--- src/rtl/dma_pkg.sv ---
// shared widths and types; addresses and lengths are bytes, transfers must be word aligned
package dma_pkg;

  // memory word and byte address widths
  localparam int unsigned DataWidth   = 32;
  localparam int unsigned AddrWidth   = 16;
  localparam int unsigned StrbBytes   = DataWidth / 8;
  localparam int unsigned OffsetWidth = $clog2(StrbBytes);

  typedef logic [AddrWidth-1:0] addr_t;
  typedef logic [DataWidth-1:0] data_t;
  // one extra bit so a full address space copy fits
  typedef logic [AddrWidth:0]   len_t;
  typedef logic [7:0]           beats_t;

  // copy request as seen at the backend input
  typedef struct packed {
    addr_t src;
    addr_t dst;
    len_t  num_bytes;
  } dma_req_t;

  // one page-safe burst, last marks the final burst of a request
  typedef struct packed {
    addr_t  addr;
    beats_t beats;
    logic   last;
  } burst_desc_t;

  // simple request/grant memory port
  typedef struct packed {
    logic  valid;
    logic  we;
    addr_t addr;
    data_t wdata;
  } mem_req_t;

  typedef struct packed {
    logic  gnt;
    logic  rvalid;
    data_t rdata;
  } mem_rsp_t;

endpackage

--- src/rtl/dma_fifo.sv ---
// fall-through FIFO; full_o reads high during reset and for the first cycle after it
`timescale 1ns/1ps

module dma_fifo #(
  parameter int unsigned Depth  = 4,
  parameter type         elem_t = logic
) (
  input  logic                       clk_i,
  input  logic                       rst_ni,
  input  logic                       push_i,
  input  elem_t                      data_i,
  output logic                       full_o,
  input  logic                       pop_i,
  output elem_t                      data_o,
  output logic                       empty_o,
  output logic [$clog2(Depth+1)-1:0] usage_o
);

  localparam int unsigned PtrWidth = (Depth > 1) ? $clog2(Depth) : 1;
  localparam int unsigned CntWidth = $clog2(Depth + 1);

  elem_t               mem_q [Depth];
  logic [PtrWidth-1:0] wr_ptr_q, rd_ptr_q;
  logic [CntWidth-1:0] cnt_q, cnt_d;
  logic                full_q;

  // occupancy after this cycle's push and pop
  assign cnt_d = cnt_q + CntWidth'(push_i) - CntWidth'(pop_i);

  always_ff @(posedge clk_i or negedge rst_ni) begin
    if (!rst_ni) begin
      wr_ptr_q <= '0;
      rd_ptr_q <= '0;
      cnt_q    <= '0;
      // refuse pushes until reset is over
      full_q   <= 1'b1;
    end else begin
      if (push_i) begin
        wr_ptr_q <= (wr_ptr_q == PtrWidth'(Depth - 1)) ? '0 : wr_ptr_q + 1'b1;
      end
      if (pop_i) begin
        rd_ptr_q <= (rd_ptr_q == PtrWidth'(Depth - 1)) ? '0 : rd_ptr_q + 1'b1;
      end
      cnt_q  <= cnt_d;
      full_q <= (cnt_d == CntWidth'(Depth));
    end
  end

  // storage, written at the tail
  always_ff @(posedge clk_i) begin
    if (push_i) begin
      mem_q[wr_ptr_q] <= data_i;
    end
  end

  // head word shows one cycle after its push
  assign data_o  = mem_q[rd_ptr_q];
  assign empty_o = (cnt_q == '0);
  assign full_o  = full_q;
  assign usage_o = cnt_q;

  a_no_overflow : assert property (@(posedge clk_i) disable iff (!rst_ni)
    push_i |-> !full_o);
  a_no_underflow : assert property (@(posedge clk_i) disable iff (!rst_ni)
    pop_i |-> !empty_o);

endmodule

--- src/rtl/dma_burst_splitter.sv ---
// one request at a time; PageBytes a power of two, MaxBeats at most 255
`timescale 1ns/1ps

module dma_burst_splitter import dma_pkg::*; #(
  parameter int unsigned MaxBeats  = 8,
  parameter int unsigned PageBytes = 64
) (
  input  logic        clk_i,
  input  logic        rst_ni,
  input  dma_req_t    req_i,
  input  logic        req_valid_i,
  output logic        req_ready_o,
  output burst_desc_t rd_desc_o,
  output logic        rd_valid_o,
  input  logic        rd_ready_i,
  output burst_desc_t wr_desc_o,
  output logic        wr_valid_o,
  input  logic        wr_ready_i,
  input  logic        trans_complete_i,
  output logic        busy_o
);

  localparam int unsigned PageBits = $clog2(PageBytes);
  localparam len_t        MaxBytes = len_t'(MaxBeats * StrbBytes);

  // current position inside the request
  addr_t  src_q, dst_q;
  len_t   rem_q;
  // per side: burst offered but not yet taken
  logic   rd_pend_q, wr_pend_q;
  logic   in_flight_q;

  len_t   src_room, dst_room, burst_bytes;
  beats_t beats;
  logic   last_burst;
  logic   take, take_nz;
  logic   rd_left, wr_left, pair_done;

  // ----------------------------------------------------------
  // request intake
  // ----------------------------------------------------------
  // next request only once the previous one has fully retired
  assign req_ready_o = !in_flight_q || trans_complete_i;
  assign take        = req_valid_i && req_ready_o;
  // zero-byte requests are simply popped
  assign take_nz     = take && (req_i.num_bytes != '0);

  // ----------------------------------------------------------
  // burst cutting
  // ----------------------------------------------------------
  always_comb begin
    // bytes left before the next page end on either side
    src_room    = len_t'(PageBytes) - len_t'(src_q[PageBits-1:0]);
    dst_room    = len_t'(PageBytes) - len_t'(dst_q[PageBits-1:0]);
    burst_bytes = rem_q;
    if (MaxBytes < burst_bytes) begin
      burst_bytes = MaxBytes;
    end
    if (src_room < burst_bytes) begin
      burst_bytes = src_room;
    end
    if (dst_room < burst_bytes) begin
      burst_bytes = dst_room;
    end
  end

  assign beats      = beats_t'(burst_bytes >> OffsetWidth);
  assign last_burst = (burst_bytes == rem_q);

  assign rd_desc_o = '{addr: src_q, beats: beats, last: last_burst};
  assign wr_desc_o = '{addr: dst_q, beats: beats, last: last_burst};
  assign rd_valid_o = rd_pend_q;
  assign wr_valid_o = wr_pend_q;

  // each side may accept in a different cycle
  assign rd_left   = rd_pend_q && !rd_ready_i;
  assign wr_left   = wr_pend_q && !wr_ready_i;
  assign pair_done = (rd_pend_q || wr_pend_q) && !rd_left && !wr_left;

  // ----------------------------------------------------------
  // state
  // ----------------------------------------------------------
  always_ff @(posedge clk_i or negedge rst_ni) begin
    if (!rst_ni) begin
      in_flight_q <= 1'b0;
      rd_pend_q   <= 1'b0;
      wr_pend_q   <= 1'b0;
    end else begin
      if (take_nz) begin
        in_flight_q <= 1'b1;
      end else if (trans_complete_i) begin
        in_flight_q <= 1'b0;
      end
      if (take_nz) begin
        rd_pend_q <= 1'b1;
        wr_pend_q <= 1'b1;
      end else if (pair_done) begin
        // both sides took it, offer the next one unless done
        rd_pend_q <= !last_burst;
        wr_pend_q <= !last_burst;
      end else begin
        rd_pend_q <= rd_left;
        wr_pend_q <= wr_left;
      end
    end
  end

  always_ff @(posedge clk_i) begin
    if (take_nz) begin
      src_q <= req_i.src;
      dst_q <= req_i.dst;
      rem_q <= req_i.num_bytes;
    end else if (pair_done) begin
      src_q <= src_q + addr_t'(burst_bytes);
      dst_q <= dst_q + addr_t'(burst_bytes);
      rem_q <= rem_q - burst_bytes;
    end
  end

  assign busy_o = in_flight_q;

  // the cutter works in whole words only
  a_len_aligned : assert property (@(posedge clk_i) disable iff (!rst_ni)
    take |-> (req_i.num_bytes[OffsetWidth-1:0] == '0));

endmodule

--- src/rtl/dma_read_engine.sv ---
// reads one word per grant; buf_usage_i must come from the word buffer it pushes into
`timescale 1ns/1ps

module dma_read_engine import dma_pkg::*; #(
  parameter int unsigned BufDepth = 4
) (
  input  logic                          clk_i,
  input  logic                          rst_ni,
  input  burst_desc_t                   desc_i,
  input  logic                          desc_valid_i,
  output logic                          desc_ready_o,
  output mem_req_t                      mem_req_o,
  input  logic                          gnt_i,
  input  logic                          rvalid_i,
  input  data_t                         rdata_i,
  output logic                          buf_push_o,
  output data_t                         buf_data_o,
  input  logic [$clog2(BufDepth+1)-1:0] buf_usage_i,
  output logic                          busy_o
);

  localparam int unsigned CntWidth = $clog2(BufDepth + 1);

  addr_t               addr_q;
  beats_t              beats_left_q;
  // reads granted whose data has not come back yet
  logic [CntWidth-1:0] out_q;
  logic [CntWidth:0]   fill;
  logic                room;

  // buffer words plus words still on the way
  assign fill = {1'b0, buf_usage_i} + {1'b0, out_q};
  assign room = (fill < (CntWidth + 1)'(BufDepth));

  // a new burst only when the previous one is fully issued
  assign desc_ready_o = (beats_left_q == '0);

  assign mem_req_o.valid = (beats_left_q != '0) && room;
  assign mem_req_o.we    = 1'b0;
  assign mem_req_o.addr  = addr_q;
  assign mem_req_o.wdata = '0;

  always_ff @(posedge clk_i or negedge rst_ni) begin
    if (!rst_ni) begin
      beats_left_q <= '0;
      out_q        <= '0;
    end else begin
      if (desc_valid_i && desc_ready_o) begin
        beats_left_q <= desc_i.beats;
      end else if (gnt_i) begin
        beats_left_q <= beats_left_q - 1'b1;
      end
      // outstanding read counter
      if (gnt_i && !rvalid_i) begin
        out_q <= out_q + 1'b1;
      end else if (rvalid_i && !gnt_i) begin
        out_q <= out_q - 1'b1;
      end
    end
  end

  // word address walk
  always_ff @(posedge clk_i) begin
    if (desc_valid_i && desc_ready_o) begin
      addr_q <= desc_i.addr;
    end else if (gnt_i) begin
      addr_q <= addr_q + addr_t'(StrbBytes);
    end
  end

  // returned words go straight into the buffer
  assign buf_push_o = rvalid_i;
  assign buf_data_o = rdata_i;

  assign busy_o = (beats_left_q != '0) || (out_q != '0);

endmodule

--- src/rtl/dma_write_engine.sv ---
// posted writes, one buffer word per grant; completion is combinational from the grant
`timescale 1ns/1ps

module dma_write_engine import dma_pkg::*; (
  input  logic        clk_i,
  input  logic        rst_ni,
  input  burst_desc_t desc_i,
  input  logic        desc_valid_i,
  output logic        desc_ready_o,
  input  data_t       buf_data_i,
  input  logic        buf_empty_i,
  output logic        buf_pop_o,
  output mem_req_t    mem_req_o,
  input  logic        gnt_i,
  output logic        trans_complete_o,
  output logic        busy_o
);

  addr_t  addr_q;
  beats_t beats_left_q;
  // burst closes the request
  logic   last_q;

  assign desc_ready_o = (beats_left_q == '0);

  // write only with a word at the buffer head
  assign mem_req_o.valid = (beats_left_q != '0) && !buf_empty_i;
  assign mem_req_o.we    = 1'b1;
  assign mem_req_o.addr  = addr_q;
  assign mem_req_o.wdata = buf_data_i;

  // posted write, the word leaves at its grant
  assign buf_pop_o = gnt_i;

  always_ff @(posedge clk_i or negedge rst_ni) begin
    if (!rst_ni) begin
      beats_left_q <= '0;
    end else if (desc_valid_i && desc_ready_o) begin
      beats_left_q <= desc_i.beats;
    end else if (gnt_i) begin
      beats_left_q <= beats_left_q - 1'b1;
    end
  end

  always_ff @(posedge clk_i) begin
    if (desc_valid_i && desc_ready_o) begin
      addr_q <= desc_i.addr;
      last_q <= desc_i.last;
    end else if (gnt_i) begin
      addr_q <= addr_q + addr_t'(StrbBytes);
    end
  end

  // final beat of the final burst
  assign trans_complete_o = gnt_i && last_q && (beats_left_q == beats_t'(1));

  assign busy_o = (beats_left_q != '0);

endmodule

--- src/rtl/dma_mem_arbiter.sv ---
// two requesters, round robin; a request once shown is held until its grant
`timescale 1ns/1ps

module dma_mem_arbiter import dma_pkg::*; (
  input  logic     clk_i,
  input  logic     rst_ni,
  input  mem_req_t rd_req_i,
  input  mem_req_t wr_req_i,
  output logic     rd_gnt_o,
  output logic     wr_gnt_o,
  output mem_req_t mem_req_o,
  input  logic     mem_gnt_i
);

  // select encoding: 0 read engine, 1 write engine
  logic prio_q;
  logic lock_q, sel_q;
  logic sel;

  always_comb begin
    if (lock_q) begin
      // keep the choice that is waiting for gnt
      sel = sel_q;
    end else if (rd_req_i.valid && wr_req_i.valid) begin
      sel = prio_q;
    end else begin
      sel = !rd_req_i.valid;
    end
  end

  assign mem_req_o = sel ? wr_req_i : rd_req_i;
  assign rd_gnt_o  = mem_gnt_i && !sel && rd_req_i.valid;
  assign wr_gnt_o  = mem_gnt_i && sel && wr_req_i.valid;

  always_ff @(posedge clk_i or negedge rst_ni) begin
    if (!rst_ni) begin
      prio_q <= 1'b0;
      lock_q <= 1'b0;
      sel_q  <= 1'b0;
    end else if (mem_req_o.valid) begin
      if (mem_gnt_i) begin
        lock_q <= 1'b0;
        // other side goes first next time
        prio_q <= !sel;
      end else begin
        lock_q <= 1'b1;
        sel_q  <= sel;
      end
    end
  end

  a_one_gnt : assert property (@(posedge clk_i) disable iff (!rst_ni)
    !(rd_gnt_o && wr_gnt_o));
  // engines must hold a waiting request unchanged
  a_req_stable : assert property (@(posedge clk_i) disable iff (!rst_ni)
    (mem_req_o.valid && !mem_gnt_i) |=> $stable(mem_req_o));

endmodule

--- src/rtl/dma_backend.sv ---
// word-aligned copy backend; src, dst and num_bytes must be multiples of the word size
`timescale 1ns/1ps

module dma_backend import dma_pkg::*; #(
  parameter int unsigned ReqDepth  = 4,
  parameter int unsigned BufDepth  = 4,
  parameter int unsigned MaxBeats  = 8,
  parameter int unsigned PageBytes = 64
) (
  input  logic     clk_i,
  input  logic     rst_ni,
  input  dma_req_t req_i,
  input  logic     req_valid_i,
  output logic     req_ready_o,
  output mem_req_t mem_req_o,
  input  mem_rsp_t mem_rsp_i,
  output logic     idle_o,
  output logic     trans_complete_o
);

  // request queue
  dma_req_t    fifo_req;
  logic        req_full, req_empty, split_ready;
  // splitter to engines
  burst_desc_t rd_desc, wr_desc;
  logic        rd_desc_valid, rd_desc_ready, wr_desc_valid, wr_desc_ready;
  // word buffer
  logic        buf_push, buf_pop, buf_empty;
  data_t       buf_wdata, buf_rdata;
  logic [$clog2(BufDepth+1)-1:0] buf_usage;
  // memory side
  mem_req_t    rd_mem_req, wr_mem_req;
  logic        rd_gnt, wr_gnt;
  logic        split_busy, rd_busy, wr_busy;

  // ----------------------------------------------------------
  // request intake
  // ----------------------------------------------------------
  assign req_ready_o = !req_full;

  dma_fifo #(
    .Depth  (ReqDepth),
    .elem_t (dma_req_t)
  ) u_req_fifo (
    .clk_i   (clk_i),
    .rst_ni  (rst_ni),
    .push_i  (req_valid_i && req_ready_o),
    .data_i  (req_i),
    .full_o  (req_full),
    .pop_i   (split_ready && !req_empty),
    .data_o  (fifo_req),
    .empty_o (req_empty),
    .usage_o ()
  );

  dma_burst_splitter #(
    .MaxBeats  (MaxBeats),
    .PageBytes (PageBytes)
  ) u_splitter (
    .clk_i            (clk_i),
    .rst_ni           (rst_ni),
    .req_i            (fifo_req),
    .req_valid_i      (!req_empty),
    .req_ready_o      (split_ready),
    .rd_desc_o        (rd_desc),
    .rd_valid_o       (rd_desc_valid),
    .rd_ready_i       (rd_desc_ready),
    .wr_desc_o        (wr_desc),
    .wr_valid_o       (wr_desc_valid),
    .wr_ready_i       (wr_desc_ready),
    .trans_complete_i (trans_complete_o),
    .busy_o           (split_busy)
  );

  // ----------------------------------------------------------
  // data movers
  // ----------------------------------------------------------
  dma_read_engine #(
    .BufDepth (BufDepth)
  ) u_read_engine (
    .clk_i        (clk_i),
    .rst_ni       (rst_ni),
    .desc_i       (rd_desc),
    .desc_valid_i (rd_desc_valid),
    .desc_ready_o (rd_desc_ready),
    .mem_req_o    (rd_mem_req),
    .gnt_i        (rd_gnt),
    .rvalid_i     (mem_rsp_i.rvalid),
    .rdata_i      (mem_rsp_i.rdata),
    .buf_push_o   (buf_push),
    .buf_data_o   (buf_wdata),
    .buf_usage_i  (buf_usage),
    .busy_o       (rd_busy)
  );

  dma_fifo #(
    .Depth  (BufDepth),
    .elem_t (data_t)
  ) u_word_buf (
    .clk_i   (clk_i),
    .rst_ni  (rst_ni),
    .push_i  (buf_push),
    .data_i  (buf_wdata),
    .full_o  (),
    .pop_i   (buf_pop),
    .data_o  (buf_rdata),
    .empty_o (buf_empty),
    .usage_o (buf_usage)
  );

  dma_write_engine u_write_engine (
    .clk_i            (clk_i),
    .rst_ni           (rst_ni),
    .desc_i           (wr_desc),
    .desc_valid_i     (wr_desc_valid),
    .desc_ready_o     (wr_desc_ready),
    .buf_data_i       (buf_rdata),
    .buf_empty_i      (buf_empty),
    .buf_pop_o        (buf_pop),
    .mem_req_o        (wr_mem_req),
    .gnt_i            (wr_gnt),
    .trans_complete_o (trans_complete_o),
    .busy_o           (wr_busy)
  );

  dma_mem_arbiter u_arbiter (
    .clk_i     (clk_i),
    .rst_ni    (rst_ni),
    .rd_req_i  (rd_mem_req),
    .wr_req_i  (wr_mem_req),
    .rd_gnt_o  (rd_gnt),
    .wr_gnt_o  (wr_gnt),
    .mem_req_o (mem_req_o),
    .mem_gnt_i (mem_rsp_i.gnt)
  );

  // nothing queued and no block working
  assign idle_o = !(!req_empty || split_busy || rd_busy || wr_busy);

endmodule

--- config.mk ---
export PLATFORM = sky130hd
export DESIGN_NAME = dma_backend
export DESIGN_NICKNAME = d
export VERILOG_FILES = /design/src/rtl/dma_pkg.sv /design/src/rtl/dma_fifo.sv /design/src/rtl/dma_burst_splitter.sv /design/src/rtl/dma_read_engine.sv /design/src/rtl/dma_write_engine.sv /design/src/rtl/dma_mem_arbiter.sv /design/src/rtl/dma_backend.sv
export SDC_FILE = /design/constraint.sdc
export NUM_CORES = 1
export LEC_CHECK = 0
export ABC_AREA = 1
export BUFFER_PORTS_ARGS = -buffer_cell sky130_fd_sc_hd__buf_2
export CAP_MARGIN = 5
export CELL_PAD_IN_SITES_DETAIL_PLACEMENT = 1
export CELL_PAD_IN_SITES_GLOBAL_PLACEMENT = 1
export CORE_ASPECT_RATIO = 0.6
export CORE_MARGIN = 2
export CORE_UTILIZATION = 52
export DETAILED_ROUTE_END_ITERATION = 16
export GPL_ROUTABILITY_DRIVEN = 0
export GPL_TIMING_DRIVEN = 0
export HOLD_SLACK_MARGIN = 0.1
export PLACE_DENSITY = 0.83
export SLEW_MARGIN = 15
export SYNTH_ARGS = -nofsm -noshare
export SYNTH_HDL_FRONTEND = slang
export SYNTH_HIERARCHICAL = 1
export SYNTH_SLANG_ARGS = --single-unit
--- constraint.sdc ---
create_clock -name clk_i -period 7.7 [get_ports clk_i]
set_input_delay 0.385 -clock clk_i [delete_from_list [all_inputs] [get_ports clk_i]]
set_output_delay 0.385 -clock clk_i [all_outputs]
set_load 0.01 [all_outputs]
## Word level (Yosys, flattened, before mapping)

Memories as Yosys holds them, arrays and structs flattened.
Index checks and enable logic that the tools add are counted.
Widths: inputs -> output; s select.

| storage, ports and cells | value |
|---|---|
| flip-flop bits (word level) | 122 |
| memory bits (writable) | 324 |
| bits of input ports | 86 |
| output and inout bits | 53 |
| word-level logic and storage cells | 148 |
| memories | 2 |

| operators by class | value |
|---|---|
| add/sub/neg operators | 20 |
| order comparisons | 4 |
| equal/unequal tests | 7 |
| mux-type cells | 37 |
| bitwise operators | 1 |
| reduce and logical (&&, ||, !) cells | 55 |

Memories:

| name | words | width | rd ports | clocked after Yosys merged registers in | write ports | line | RTL |
|---|---|---|---|---|---|---|---|
| u_req_fifo.mem_q | 4 | 49 | 1 | 0 | 1 | dma_fifo.sv:22 | `elem_t mem_q [Depth];` |
| u_word_buf.mem_q | 4 | 32 | 1 | 0 | 1 | dma_fifo.sv:22 |  |

Operators by type and width:

| kind | count |
|---|---|
| $mux 16 | 8 |
| $mux 17 | 5 |
| $mux 50 | 1 |
| $lt 17x17->1 | 2 |
| $add 16x16->16 | 2 |
| $add 16x3->16 const B | 2 |
| $mux 8 | 4 |
| $logic_and 1x1->1 | 20 |
| $eq 17x17->1 | 1 |
| $lt 6x17->1 const A | 1 |
| $reduce_bool 17->1 | 1 |
| $sub 17x17->17 | 1 |
| $logic_not 8->1 | 2 |
| $reduce_bool 8->1 | 2 |
| $sub 7x6->8 const A | 2 |
| $sub 8x1->8 const B | 2 |
| $logic_not 1->1 | 14 |
| $mux 1 | 13 |
| $reduce_bool 2->1 | 5 |
| $add 2x1->2 const B | 4 |
| $eq 2x2->1 const B | 4 |
| $eq 8x1->1 const B | 1 |
| $mux 2 | 4 |
| $add 3x1->3 | 2 |
| 12 further kinds | 21 |

## Logic depth before layout (Yosys ltp)

| logic depth | value |
|---|---|
| depth after elaboration | 14 |
| gate-level depth with buffers | 38 |

## Modules after synthesis

The synthesis kept the hierarchy.

By module, submodules not included:

| module | instances | cells each | area an instance (um2) |
|---|---|---|---|
| dma_fifo at u_req_fifo | 1 | 574 | 7,810.0 |
| dma_fifo at u_word_buf | 1 | 425 | 5,567.8 |
| dma_burst_splitter | 1 | 777 | 5,517.8 |
| dma_read_engine | 1 | 296 | 2,302.2 |
| dma_write_engine | 1 | 259 | 1,915.6 |
| dma_mem_arbiter | 1 | 185 | 849.6 |
| dma_backend | 1 | 12 | 45.0 |

## Worst setup path before layout

Ideal clock, no wire load.

| timing | value |
|---|---|
| kind | register -> register |
| from | register u_splitter.rem_q[16] |
| to | register u_splitter.rem_q[16] (data pin) |
| setup time | 258 ps |
| arrival | 4,775 ps |
| required time | 7,442 ps |
| setup slack | 2,667 ps |
| cell stages (with the launch flop) | 32 |
| period minus slack after synthesis | 5,033 ps |
| cells stage by stage | edfxtp_1 > nor2_2 > nand2_1 > nor3_2 > nand2_2 > nor2_1 > nand2_1 > ha_1 > nand2_1 > nand2_1 > nand2_1 > a21oi_1 > nor2_1 > nand2_1 > buf_2 > nor2_1 > a31oi_1 > ha_1 > a21oi_1 > o21ai_0 > a221oi_4 > nand2_4 > buf_6 > nand2_1 > nand2_1 > ha_1 > fa_1 > o21ai_1 > a21oi_1 > o21ai_0 > xor2_1 > o21ai_1 |

| between the ends | value |
|---|---|
| word-level cells in the longest chain between the ends | 9 |

Ends and longest elaborated chain:

| element | line | RTL |
|---|---|---|
| start: declaration | dma_burst_splitter.sv:28 | `len_t rem_q;` |
| start signal: assignment | dma_burst_splitter.sv:112 | `rem_q <= req_i.num_bytes;` |
| start signal: assignment | dma_burst_splitter.sv:116 | `rem_q <= rem_q - burst_bytes;` |
| $lt 6x17->1 | dma_burst_splitter.sv:56 | `if (MaxBytes < burst_bytes) begin` |
| $mux 17 | dma_burst_splitter.sv:56 |  |
| $lt 17x17->1 | dma_burst_splitter.sv:59 | `if (src_room < burst_bytes) begin` |
| $mux 17 | dma_burst_splitter.sv:59 |  |
| $lt 17x17->1 | dma_burst_splitter.sv:62 | `if (dst_room < burst_bytes) begin` |
| $mux 17 | dma_burst_splitter.sv:62 |  |
| $sub 17x17->17 (*) | dma_burst_splitter.sv:116 |  |
| $mux 17 (*) | dma_burst_splitter.sv:113 | `end else if (pair_done) begin` |
| $mux 17 (*) | dma_burst_splitter.sv:109 | `if (take_nz) begin` |

Every way passes the cells marked *; elsewhere a longest branch is shown, timed or not. The select of a mux whose other input is x is not followed.
A chain may end at the register's enable or synchronous reset.

## Final worst setup path

| timing | value |
|---|---|
| from | register u_splitter.rem_q[12] |
| to | register u_splitter.rem_q[16] (data pin) |

The elaborated chain is that of the path after synthesis.

==> impl_metrics.tcl <==
set metrics [dict create \
    worst-path-stages 30 \
    tns_ps 0 \
    critPathArrivalTime_ps 6830 \
    final_nets 3003 \
    grt_pass1_vias 20800 \
    relSlewSlack_pct 31.7 \
    grt-ovfl-total 0 \
    wl_per_cell_um 22.7 \
    fp.dieH_um 170 \
    grt_max_degree 50 \
    synthesis.area_um2 24000 \
    finalSetupViolCount 0 \
    antenna_found_initial 3 \
    final_hold_viol_count 0 \
    track_usage_pct 33.2 \
    insertion_delay_ps 590 \
    slowest_delay_ps 470 \
    ioPinCount 139 \
    post_drt_via_cell_ratio 5.65 \
    cpLargestDelayFamily "compound AO/OA/AOI/OAI gates" \
    clk_pin_slew_ps 70 \
    hold_buffers 83 \
    whs_path_depth 3 \
    cp-end-kind "flop" \
    synthCells 2524 \
    clockBufferDepth 3 \
    num_rows 60 \
    io_buffer_count 106 \
    hp-class "primary input to flop" \
    drc 0 \
    drive_above_1_share_pct 15.2 \
    skew_ps 40.7 \
    final_antenna_net_count 0 \
    required_ps 8030 \
    path_buf_inv 2 \
    status "complete, no violations" \
    cts_resized 0 \
    rsz0062_at_grt "false" \
    period_share_pct 84.5 \
    reg2reg_depth 30 \
    hpwl_um 53100 \
    synth_warnings 6 \
    crit_type "flop to flop" \
    first_pass_iters 5 \
    numCtsBuffers 44 \
    path_common_cell "nand2_1" \
    area_delta_synth_final_pct 16.3 \
    via_count 19700 \
    die-area_um2 47900 \
    drv_cap 0 \
    post-route-min-period_ps 6500 \
    path_max_fanout 10 \
    coreArea_um2 45100 \
    synth.avg_cell_area_um2 9.49 \
    clockRootBuffer "clkbuf_16" \
    drv_slew 0 \
    wl_um 79100 \
    die_x_um 281 \
    post_cts_buffers 0 \
    tightest_slew_ps 1020 \
    cp_slowest_cell "fa_1" \
    start_kind "flop" \
    clock.fmax_ghz 0.154 \
    first_iter_violations 1775 \
    grt_pass1_wl_um 121000 \
    initial_utilization_pct 53.1 \
    cts_tree "built" \
    htree_levels 2 \
    clkSinkCount 446 \
]
==> per-stage QoR <==
stage | area [um^2] | hold WS [ps] | utilization (%) | cells | setup WS (ps)
floorplan | 24200 | 89.4 | - | 2586 | 2670
global placement | 25500 | 457 | 56.5 | 3312 | 1650
detailed placement | 25700 | 494 | 56.9 | 3320 | 1460
CTS | 27900 | 160 | 61.8 | 3481 | 1420
global route | 27900 | 199 | 61.8 | 3483 | 940
finish | 27900 | 167 | 61.8 | 3483 | 1200
==> final timing paths <==
| check | slack [ps] | endpoint | from |
|---|---|---|---|
| min in group asynchronous | 380 | u_word_buf/wr_ptr_q[0] | rst_ni |
| hold reg to reg | 520 | u_arbiter/sel_q | u_arbiter/sel_q |
| hold / removal | 170 | u_word_buf/wr_ptr_q[0] | mem_rsp_i[32] |
| setup reg to reg | 1200 | u_splitter/rem_q[16] | u_splitter/rem_q[12] |
| max in group asynchronous | 6880 | u_splitter/busy_o | rst_ni |
| setup / recovery | 1200 | u_splitter/rem_q[16] | u_splitter/rem_q[12] |
==> worst register-to-register path: cells and delay by family, from the launching register on <==
kind | cells | cell delay (ps)
compound gates | 9 | 2160
xor+xnor | 1 | 190
fa+ha+maj | 4 | 1390
buf+inv | 2 | 370
flops | 1 | 410
simple gates | 14 | 1740
==> per-layer routing <==
layer / share of wire, % / track usage, %
met4: 1.8 / 7.30
met3: 7.1 / 4.83
met2: 47 / 55.2
met5: 0.016 / 0
met1: 44 / 46.5
==> cells in the final DEF, fill, tap and decap left out, drive strengths merged, types with 26 or more instances in the layout <==
cell         count
dfrtp           39
nor3            28
buf            287
inv            225
clkbuf          72
a21oi           50
nand3           99
ha              82
o21ai          280
dlygate4sd3     83
edfxtp         406
o211ai          35
xnor2           26
nor2           333
conb            66
nand2          630
==> cell type report <==
class	instances	area [um^2]
repair buffers	197	1520
plain buffers	193	1380
well taps	620	776
inverters	224	856
clock buffers	52	1130
multi-input cells	1723	8780
flip-flops and latches	446	13200
fillers	5153	17200
clock inverters	26	230
diodes	2	5.00
==> flip-flops by register name, summed over array words and instances (netlist names), 2 cells and up <==
signal,count
u_read_engine/addr_q,16
u_read_engine/beats_left_q,8
u_read_engine/out_q,3
u_req_fifo/mem_q,196
u_req_fifo/rd_ptr_q,2
u_req_fifo/usage_o,3
u_req_fifo/wr_ptr_q,2
u_splitter/dst_q,16
u_splitter/rem_q,17
u_splitter/src_q,16
u_word_buf/mem_q,128
u_word_buf/rd_ptr_q,2
u_word_buf/usage_o,3
u_word_buf/wr_ptr_q,2
u_write_engine/addr_q,16
u_write_engine/beats_left_q,8
Power is not shown: default switching activity piles up to over one toggle a cycle in this logic, so the estimate is an artifact.
